[src/common/tcp_rx_settings.svh]
`ifndef TCP_RX_SETTINGS_SVH
`define TCP_RX_SETTINGS_SVH

// width of one noc flit.
`define TCP_RX_FLIT_W 64

// width of the remaining-flit counter.
`define TCP_RX_CNT_W 16

// smallest legal length field, the meta flit plus one data flit.
`define TCP_RX_MIN_LEN 2

`endif

[src/common/noc_pkg.sv]
package noc_pkg;

    // node id on the noc.
    typedef logic [7:0] noc_node_t;

    // flits that follow the header, meta flit included.
    typedef logic [15:0] noc_len_t;

    typedef enum logic [7:0] {
        MSG_TCP_RX_DATA  = 8'h21,
        MSG_TCP_RX_PROBE = 8'h22
    } noc_msg_type_e;

    // header flit fields.
    localparam int NOC_DST_HI  = 63;
    localparam int NOC_DST_LO  = 56;

    localparam int NOC_SRC_HI  = 55;
    localparam int NOC_SRC_LO  = 48;

    localparam int NOC_TYPE_HI = 47;
    localparam int NOC_TYPE_LO = 40;

    // bits 39..16 are unused by this tile.
    localparam int NOC_LEN_HI  = 15;
    localparam int NOC_LEN_LO  = 0;

endpackage

[src/common/tcp_rx_pkg.sv]
package tcp_rx_pkg;

    typedef logic [31:0] tcp_seq_t;
    typedef logic [15:0] tcp_port_t;

    // meta flit fields.
    localparam int TCP_SEQ_HI      = 63;
    localparam int TCP_SEQ_LO      = 32;

    localparam int TCP_SRC_PORT_HI = 31;
    localparam int TCP_SRC_PORT_LO = 16;

    localparam int TCP_DST_PORT_HI = 15;
    localparam int TCP_DST_PORT_LO = 0;

    // flit sequencing.
    typedef enum logic [1:0] {
        READY        = 2'd0,
        META_FLIT    = 2'd1,
        DATA_FLITS   = 2'd2,
        DATA_TX_WAIT = 2'd3
    } data_state_e;

    // header record issue.
    typedef enum logic [1:0] {
        WAITING         = 2'd0,
        META_OUTPUT     = 2'd1,
        META_OUTPUT_REG = 2'd2,
        META_TX_WAIT    = 2'd3
    } meta_state_e;

endpackage

[src/noc_in/tcp_rx_noc_in_ctrl.sv]
`timescale 1ns/1ps

module tcp_rx_noc_in_ctrl (
     input                  clk
    ,input                  rst

    ,input                  in_val
    ,output logic           in_rdy

    ,output logic           hdr_val
    ,input                  hdr_rdy

    ,output logic           data_val
    ,input                  data_rdy

    ,output logic           store_hdr_flit
    ,output logic           store_meta_flit
    ,output logic           init_num_flits
    ,output logic           decr_num_flits

    ,input                  last_flit
);

    import tcp_rx_pkg::*;

    data_state_e data_state_reg;
    data_state_e data_state_next;

    meta_state_e meta_state_reg;
    meta_state_e meta_state_next;

    logic both_tx_wait;

    always_ff @(posedge clk) begin
        if (rst) begin
            data_state_reg <= READY;
            meta_state_reg <= WAITING;
        end
        else begin
            data_state_reg <= data_state_next;
            meta_state_reg <= meta_state_next;
        end
    end

    // flit sequencing.
    always_comb begin
        store_hdr_flit = 1'b0;
        store_meta_flit = 1'b0;
        init_num_flits = 1'b0;
        decr_num_flits = 1'b0;

        in_rdy = 1'b0;
        data_val = 1'b0;

        data_state_next = data_state_reg;

        case (data_state_reg)
            READY: begin
                in_rdy = 1'b1;

                if (in_val) begin
                    store_hdr_flit = 1'b1;
                    init_num_flits = 1'b1;

                    data_state_next = META_FLIT;
                end
            end
            META_FLIT: begin
                in_rdy = 1'b1;

                if (in_val) begin
                    store_meta_flit = 1'b1;
                    decr_num_flits = 1'b1;

                    data_state_next = DATA_FLITS;
                end
            end
            DATA_FLITS: begin
                // payload goes straight through, so the handshake does too.
                data_val = in_val;
                in_rdy = data_rdy;

                if (in_val & data_rdy) begin
                    decr_num_flits = 1'b1;

                    if (last_flit) begin
                        data_state_next = DATA_TX_WAIT;
                    end
                end
            end
            DATA_TX_WAIT: begin
                if (meta_state_reg == META_TX_WAIT) begin
                    data_state_next = READY;
                end
            end
            default: begin
                data_state_next = READY;
            end
        endcase
    end

    // header record issue, started by the header flit.
    always_comb begin
        hdr_val = 1'b0;

        meta_state_next = meta_state_reg;

        case (meta_state_reg)
            WAITING: begin
                if (data_state_next == META_FLIT) begin
                    meta_state_next = META_OUTPUT;
                end
            end
            META_OUTPUT: begin
                // record goes out with the live meta flit.
                if (in_val) begin
                    hdr_val = 1'b1;

                    if (hdr_rdy) begin
                        meta_state_next = META_TX_WAIT;
                    end
                    else begin
                        meta_state_next = META_OUTPUT_REG;
                    end
                end
            end
            META_OUTPUT_REG: begin
                if (hdr_rdy) begin
                    hdr_val = 1'b1;

                    meta_state_next = META_TX_WAIT;
                end
            end
            META_TX_WAIT: begin
                if (data_state_reg == DATA_TX_WAIT) begin
                    meta_state_next = WAITING;
                end
            end
            default: begin
                meta_state_next = WAITING;
            end
        endcase
    end

    assign both_tx_wait = (data_state_reg == DATA_TX_WAIT) &&
                          (meta_state_reg == META_TX_WAIT);

    // no record without a message in flight.
    a_no_hdr_when_waiting: assert property (
        @(posedge clk) disable iff (rst)
        hdr_val |-> (data_state_reg != READY)
    ) else $error("hdr_val asserted while no message is in flight");

    // the rendezvous releases both machines at once.
    a_rendezvous_one_cycle: assert property (
        @(posedge clk) disable iff (rst)
        both_tx_wait |=> !both_tx_wait
    ) else $error("data and header FSMs stuck in TX_WAIT");

endmodule

[src/noc_in/tcp_rx_noc_in_datap.sv]
`timescale 1ns/1ps

`include "tcp_rx_settings.svh"

module tcp_rx_noc_in_datap (
     input                              clk
    ,input                              rst

    ,input          [`TCP_RX_FLIT_W-1:0] in_data

    ,input                              store_hdr_flit
    ,input                              store_meta_flit
    ,input                              init_num_flits
    ,input                              decr_num_flits

    ,output logic                       last_flit

    ,output logic   [`TCP_RX_FLIT_W-1:0] hdr_flit_reg
    ,output logic   [`TCP_RX_FLIT_W-1:0] meta_flit_reg

    ,output logic   [`TCP_RX_FLIT_W-1:0] data
    ,output logic                       data_last
);

    import noc_pkg::*;

    logic [`TCP_RX_CNT_W-1:0] num_flits_reg;
    logic [`TCP_RX_CNT_W-1:0] hdr_len;

    assign hdr_len = in_data[NOC_LEN_HI:NOC_LEN_LO];

    always_ff @(posedge clk) begin
        if (store_hdr_flit) begin
            hdr_flit_reg <= in_data;
        end
        if (store_meta_flit) begin
            meta_flit_reg <= in_data;
        end
    end

    // counts the meta flit and the payload flits still to come.
    always_ff @(posedge clk) begin
        if (rst) begin
            num_flits_reg <= '0;
        end
        else if (init_num_flits) begin
            num_flits_reg <= hdr_len;
        end
        else if (decr_num_flits) begin
            num_flits_reg <= num_flits_reg - 1'b1;
        end
    end

    assign last_flit = (num_flits_reg == `TCP_RX_CNT_W'd1);

    // payload passes through.
    assign data = in_data;
    assign data_last = last_flit;

    // a header must announce a meta flit and some payload.
    a_min_length: assert property (
        @(posedge clk) disable iff (rst)
        init_num_flits |-> (hdr_len >= `TCP_RX_MIN_LEN)
    ) else $error("header length %0d below minimum", hdr_len);

endmodule

[src/design/tcp_rx_hdr_decode.sv]
`timescale 1ns/1ps

`include "tcp_rx_settings.svh"

module tcp_rx_hdr_decode (
     input          [`TCP_RX_FLIT_W-1:0] in_data
    ,input                              meta_live

    ,input          [`TCP_RX_FLIT_W-1:0] hdr_flit_reg
    ,input          [`TCP_RX_FLIT_W-1:0] meta_flit_reg

    ,output noc_pkg::noc_node_t         hdr_src
    ,output logic                       hdr_type_err
    ,output tcp_rx_pkg::tcp_seq_t       hdr_seq
    ,output tcp_rx_pkg::tcp_port_t      hdr_src_port
    ,output tcp_rx_pkg::tcp_port_t      hdr_dst_port
    ,output noc_pkg::noc_len_t          hdr_payload_flits
);

    import noc_pkg::*;
    import tcp_rx_pkg::*;

    logic [`TCP_RX_FLIT_W-1:0] meta_flit;
    noc_msg_type_e             msg_type;
    noc_len_t                  msg_len;

    // live flit while it is on the bus, the stored copy afterwards.
    assign meta_flit = meta_live ? in_data : meta_flit_reg;

    assign msg_type = noc_msg_type_e'(hdr_flit_reg[NOC_TYPE_HI:NOC_TYPE_LO]);
    assign msg_len = hdr_flit_reg[NOC_LEN_HI:NOC_LEN_LO];

    assign hdr_src = hdr_flit_reg[NOC_SRC_HI:NOC_SRC_LO];

    // probes and unknown opcodes are flagged for the consumer.
    assign hdr_type_err = (msg_type != MSG_TCP_RX_DATA);

    // length counts the meta flit too.
    assign hdr_payload_flits = msg_len - 16'd1;

    assign hdr_seq = meta_flit[TCP_SEQ_HI:TCP_SEQ_LO];
    assign hdr_src_port = meta_flit[TCP_SRC_PORT_HI:TCP_SRC_PORT_LO];
    assign hdr_dst_port = meta_flit[TCP_DST_PORT_HI:TCP_DST_PORT_LO];

endmodule

[src/design/tcp_rx_noc_in_top.sv]
`timescale 1ns/1ps

`include "tcp_rx_settings.svh"

module tcp_rx_noc_in_top (
     input                              clk
    ,input                              rst

    ,input                              in_val
    ,output logic                       in_rdy
    ,input          [`TCP_RX_FLIT_W-1:0] in_data

    ,output logic                       hdr_val
    ,input                              hdr_rdy
    ,output noc_pkg::noc_node_t         hdr_src
    ,output logic                       hdr_type_err
    ,output tcp_rx_pkg::tcp_seq_t       hdr_seq
    ,output tcp_rx_pkg::tcp_port_t      hdr_src_port
    ,output tcp_rx_pkg::tcp_port_t      hdr_dst_port
    ,output noc_pkg::noc_len_t          hdr_payload_flits

    ,output logic                       data_val
    ,input                              data_rdy
    ,output logic   [`TCP_RX_FLIT_W-1:0] data
    ,output logic                       data_last
);

    logic                       store_hdr_flit;
    logic                       store_meta_flit;
    logic                       init_num_flits;
    logic                       decr_num_flits;
    logic                       last_flit;

    logic [`TCP_RX_FLIT_W-1:0]  hdr_flit_reg;
    logic [`TCP_RX_FLIT_W-1:0]  meta_flit_reg;

    tcp_rx_noc_in_ctrl i_tcp_rx_noc_in_ctrl (
         .clk               (clk)
        ,.rst               (rst)
        ,.in_val            (in_val)
        ,.in_rdy            (in_rdy)
        ,.hdr_val           (hdr_val)
        ,.hdr_rdy           (hdr_rdy)
        ,.data_val          (data_val)
        ,.data_rdy          (data_rdy)
        ,.store_hdr_flit    (store_hdr_flit)
        ,.store_meta_flit   (store_meta_flit)
        ,.init_num_flits    (init_num_flits)
        ,.decr_num_flits    (decr_num_flits)
        ,.last_flit         (last_flit)
    );

    tcp_rx_noc_in_datap i_tcp_rx_noc_in_datap (
         .clk               (clk)
        ,.rst               (rst)
        ,.in_data           (in_data)
        ,.store_hdr_flit    (store_hdr_flit)
        ,.store_meta_flit   (store_meta_flit)
        ,.init_num_flits    (init_num_flits)
        ,.decr_num_flits    (decr_num_flits)
        ,.last_flit         (last_flit)
        ,.hdr_flit_reg      (hdr_flit_reg)
        ,.meta_flit_reg     (meta_flit_reg)
        ,.data              (data)
        ,.data_last         (data_last)
    );

    // the meta store strobe marks the cycle the meta flit is live.
    tcp_rx_hdr_decode i_tcp_rx_hdr_decode (
         .in_data           (in_data)
        ,.meta_live         (store_meta_flit)
        ,.hdr_flit_reg      (hdr_flit_reg)
        ,.meta_flit_reg     (meta_flit_reg)
        ,.hdr_src           (hdr_src)
        ,.hdr_type_err      (hdr_type_err)
        ,.hdr_seq           (hdr_seq)
        ,.hdr_src_port      (hdr_src_port)
        ,.hdr_dst_port      (hdr_dst_port)
        ,.hdr_payload_flits (hdr_payload_flits)
    );

endmodule

[config.mk]
export PLATFORM = sky130hd
export DESIGN_NAME = tcp_rx_noc_in_top
export DESIGN_NICKNAME = d
export VERILOG_FILES = /design/src/common/noc_pkg.sv /design/src/common/tcp_rx_pkg.sv /design/src/noc_in/tcp_rx_noc_in_ctrl.sv /design/src/noc_in/tcp_rx_noc_in_datap.sv /design/src/design/tcp_rx_hdr_decode.sv /design/src/design/tcp_rx_noc_in_top.sv
export VERILOG_INCLUDE_DIRS = /design/src /design/src/common
export SDC_FILE = /design/constraint.sdc
export NUM_CORES = 1
export LEC_CHECK = 0
export ABC_AREA = 1
export BUFFER_PORTS_ARGS = -buffer_cell sky130_fd_sc_hd__buf_2
export CAP_MARGIN = 20
export CORE_MARGIN = 3
export CORE_UTILIZATION = 56
export DETAILED_ROUTE_END_ITERATION = 10
export GPL_ROUTABILITY_DRIVEN = 0
export HOLD_SLACK_MARGIN = 0.15
export MAX_ROUTING_LAYER = met4
export PLACE_DENSITY_LB_ADDON = 0.05
export SLEW_MARGIN = 20
export SYNTH_ARGS = -nofsm -noshare
export SYNTH_HDL_FRONTEND = slang
export SYNTH_HIERARCHICAL = 1
export SYNTH_SLANG_ARGS = --single-unit
[constraint.sdc]
create_clock -name clk -period 5.7 [get_ports clk]
set_input_delay 0.285 -clock clk [delete_from_list [all_inputs] [get_ports clk]]
set_output_delay 0.285 -clock clk [all_outputs]
set_load 0.01 [all_outputs]
# Yosys cells after proc, flatten, opt, wreduce, memory -nomap -nowiden
# Cells that the tools add are included.
# word_totals
register_bits,140
inputBits,69
wordCells,50
# op_classes
addsub,2
eq_ne,13
muxes,24
n_bitwise,1
reduce_logical,5
# op_table
op,n
64-bit 2-to-1 mux,1
16-bit 2-to-1 mux,2
"16-bit by 1-bit subtractor with 16-bit output, second input constant",2
2-bit 2-to-1 mux,9
"16-bit by 1-bit equality test with 1-bit output, second input constant",1
2-bit one-hot mux with 4 select lines,2
"2-bit equality test, second input constant",4
"8-bit by 6-bit inequality test with 1-bit output, second input constant",1
1-bit 2-to-1 mux,7
"2-bit by 1-bit equality test with 1-bit output, second input constant",3
"2-bit inequality test, second input constant",3
1-bit one-hot mux with 2 select lines,3
2-bit logical NOT,2
4-bit AND reduction,1
"2-bit by 1-bit inequality test with 1-bit output, second input constant",1
2-bit nonzero test,1
2-bit OR reduction,1
1-bit bitwise AND,1

# Logic depth before layout (Yosys ltp)
# logic_depth
ltp_word,7
depth_mapped,16

# Cells and area by module
# The synthesis kept the hierarchy.
# modules_own_cells
mod,instances,cells_each,area_per_inst_um2,seq_area_each_um2
tcp_rx_noc_in_datap,1,358,5420.2,4164.0
tcp_rx_hdr_decode,1,165,1557.7,0.0
tcp_rx_noc_in_ctrl,1,77,495.5,80.1

# Least setup slack after synthesis
# Ideal clock, no wire load.
# synth_path
path_kind,flip-flop to output port
start,register i_tcp_rx_noc_in_ctrl.data_state_reg[1]
end,output hdr_dst_port[10]
arrival_time_ns,2.756
path_slack_ns,2.659
stages_incl_launch_ff,8
n_path_buf,2
cell_sequence,dfxtp_1 > inv_1 > ha_1 > nand2_1 > inv_1 > buf_6 > buf_12 > mux2_4
# synth_between
elab_chain_cells,3
# synth_rtl
item,line,source
start: declaration,tcp_rx_noc_in_ctrl.sv:26,data_state_e data_state_reg;
start signal: assignment,tcp_rx_noc_in_ctrl.sv:40,data_state_reg <= data_state_next;
2-bit by 1-bit equality test with 1-bit output,tcp_rx_noc_in_ctrl.sv:57,case (data_state_reg)
1-bit 2-to-1 mux,tcp_rx_noc_in_ctrl.sv:57,
via store_meta_flit,tcp_rx_noc_in_top.sv:29,logic store_meta_flit;
64-bit 2-to-1 mux,--,
end: declaration,tcp_rx_noc_in_top.sv:19,",output tcp_rx_pkg::tcp_port_t hdr_dst_port"
# The timed path passes the listed nets, and every way through them passes these cells.

# Final worst setup path
# layout_path
start,register i_tcp_rx_noc_in_ctrl.data_state_reg[1]
end,output hdr_dst_port[7]
# The elaborated chain is that of the path after synthesis.

==> qor.csv <==
stage;metric;value;unit
status;status;finished clean;
timing;max_slew_margin;0.322;
global_routing;grt_pass1_wl;23.3;mm
synth;synth_area;6510;µm²
global_routing;overflow;0;
cts;clkTransAtPathRegs;0.05;ns
cells_and_area;largest_reg_flops;64;
die;die_h;114;µm
drt;via_per_inst;5.04;
die;core-area;11100;µm²
cts;cts_root_buffer;clkbuf_16;
timing;tns;0;ns
setup_path;crit_type;reg2out;
pwr;powerDensity;316;nW/µm²
cts;cts_max_level;4;
timing;tightest_slew;1.02;ns
global_routing;grt_usage;0.238;
setup_path;r2r-end;i_tcp_rx_noc_in_datap/meta_flit_reg[11];
cts;cts.repair.resized;0;
die;initial_utilization;0.588;
setup_path;critPathMaxFanout;98;
drt;drc;0;
timing;clock.fmax;0.294;GHz
setup_path;cp.required;5.41;ns
setup_path;arrival;3.11;ns
job;cap_violations;0;
die;die-area;13000;µm²
timing;post-route-min-period;3.40;ns
cts;cts_buffers;17;
worst_hold_path;whs_path_depth;1;
timing;period_share;0.596;
cells_and_area;drive_gt1_frac;0.444;
synth;synthCells;568;
timing;hold_viol_final;0;
worst_hold_path;worstHoldPathType;in2reg;
cells_and_area;antenna_cells;0;
drt;first_pass_iters;6;
synth;avgSynthCellArea;11.5;µm²
global_routing;grt_max_degree;99;
setup_path;cp-start-kind;register;
drt;vias;4733;
die;die_x;114;µm
drt;drt-initial-drc-count;292;
drt;routed_wl;15.1;mm
global_routing;grt_pass1_vias;4610;
global_routing;antenna_found_initial;0;
die;pin_count;226;
drt;wire_per_inst;16.1;µm
timing;setup_viol;0;
worst_hold_path;hold_start;in_data[13];
die;fp-row-count;38;
cts;post-cts-setup-buffers;0;
placement;port_buffers;225;
cts;cts_max_path_buffers;2;
placement;place_hpwl;10.1;mm
setup_path;r2r_slack;3.12;ns
synth;syn_nets;650;
pwr;ir_drop;0.252;mV
cts;insertion_delay;0.41;ns
setup_path;r2r-start;i_tcp_rx_noc_in_ctrl/data_state_reg[1];
cts;cts_tree;yes;
synth;yosys_warnings;6;
drt;ant_nets;0;
cells_and_area;layout_commonest_cell;buf_2;
timing;skew;0.00759;ns
timing;holdWs;0.166;ns
worst_hold_path;worstHoldEndpoint;i_tcp_rx_noc_in_datap/hdr_flit_reg[13];
cells_and_area;syn_to_final_growth;27.6;%
cts;cts_num_sinks;116;
cts;hold_buffers;59;
pwr;p_leak;3.76;nW
setup_path;r2r_cells;5;
timing;maxSlewViolCount;0;
timing;rsz0062_at_grt;no;
cells_and_area;nets;869;
setup_path;end_kind;primary output;
cells_and_area;final_cell_mix;buf_2, nand2_1, edfxtp_1, mux2_4, dlygate4sd3_1;
## power by group
group	total (W)	internal [W]	switching [W]
sequential	0.00103	0.000987	0.0000380
combinational	0.000528	0.000236	0.000292
clock	0.00107	0.000718	0.000353
total	0.00262	0.00194	0.000683
## metal layers
layer / global-route usage / vias to the layer above / wire, µm
li1: - / 2286 / -
met1: 0.270 / 2248 / 5860
met2: 0.413 / 177 / 8010
met3: 0.0562 / 22 / 993
met4: 0.0871 / 0 / 236
met5: - / - / 0
## worst max-delay path: stages (launching register included)
cell and delay [ns]:
dfxtp_1 0.35, inv_1 0.12, ha_1 0.24, nand2_1 0.13, inv_6 0.70, buf_4 0.56
mux2_4 0.35, buf_2 0.14
## through the flow
stage	setup WS [ns]	std cells	total power (W)	utilization	area, µm²
2_1_floorplan	2.66	568	0.00141	-	6510
3_3_place_gp	2.88	849	0.00152	0.642	7120
3_5_place_dp	2.77	849	0.00154	0.642	7120
4_1_cts	2.33	940	0.00265	0.750	8310
5_1_grt	2.13	940	0.00275	0.750	8310
6_report	2.30	940	0.00262	0.750	8310
## final cells by class
class / count / area, µm²
sequential: 116 / 3280
fill: 761 / 2770
multi-input combinational: 318 / 2330
timing repair buffer: 285 / 1720
clock buffer: 23 / 478
inverter: 49 / 190
tap: 140 / 175
clock inverter: 9 / 126
## worst max path at each step
stage / cells after the start / start / to
3_5_place_dp: 7 / i_tcp_rx_noc_in_ctrl/data_state_reg[1] / hdr_dst_port[7]
5_1_grt: 7 / i_tcp_rx_noc_in_ctrl/data_state_reg[1] / hdr_dst_port[7]
2_1_floorplan: 7 / i_tcp_rx_noc_in_ctrl/data_state_reg[1] / hdr_dst_port[10]
6_report: 7 / i_tcp_rx_noc_in_ctrl/data_state_reg[1] / hdr_dst_port[7]
4_1_cts: 7 / i_tcp_rx_noc_in_ctrl/data_state_reg[1] / hdr_dst_port[7]
3_3_place_gp: 7 / i_tcp_rx_noc_in_ctrl/data_state_reg[1] / hdr_dst_port[3]
Note: power is estimated with default switching activity, not from simulation.
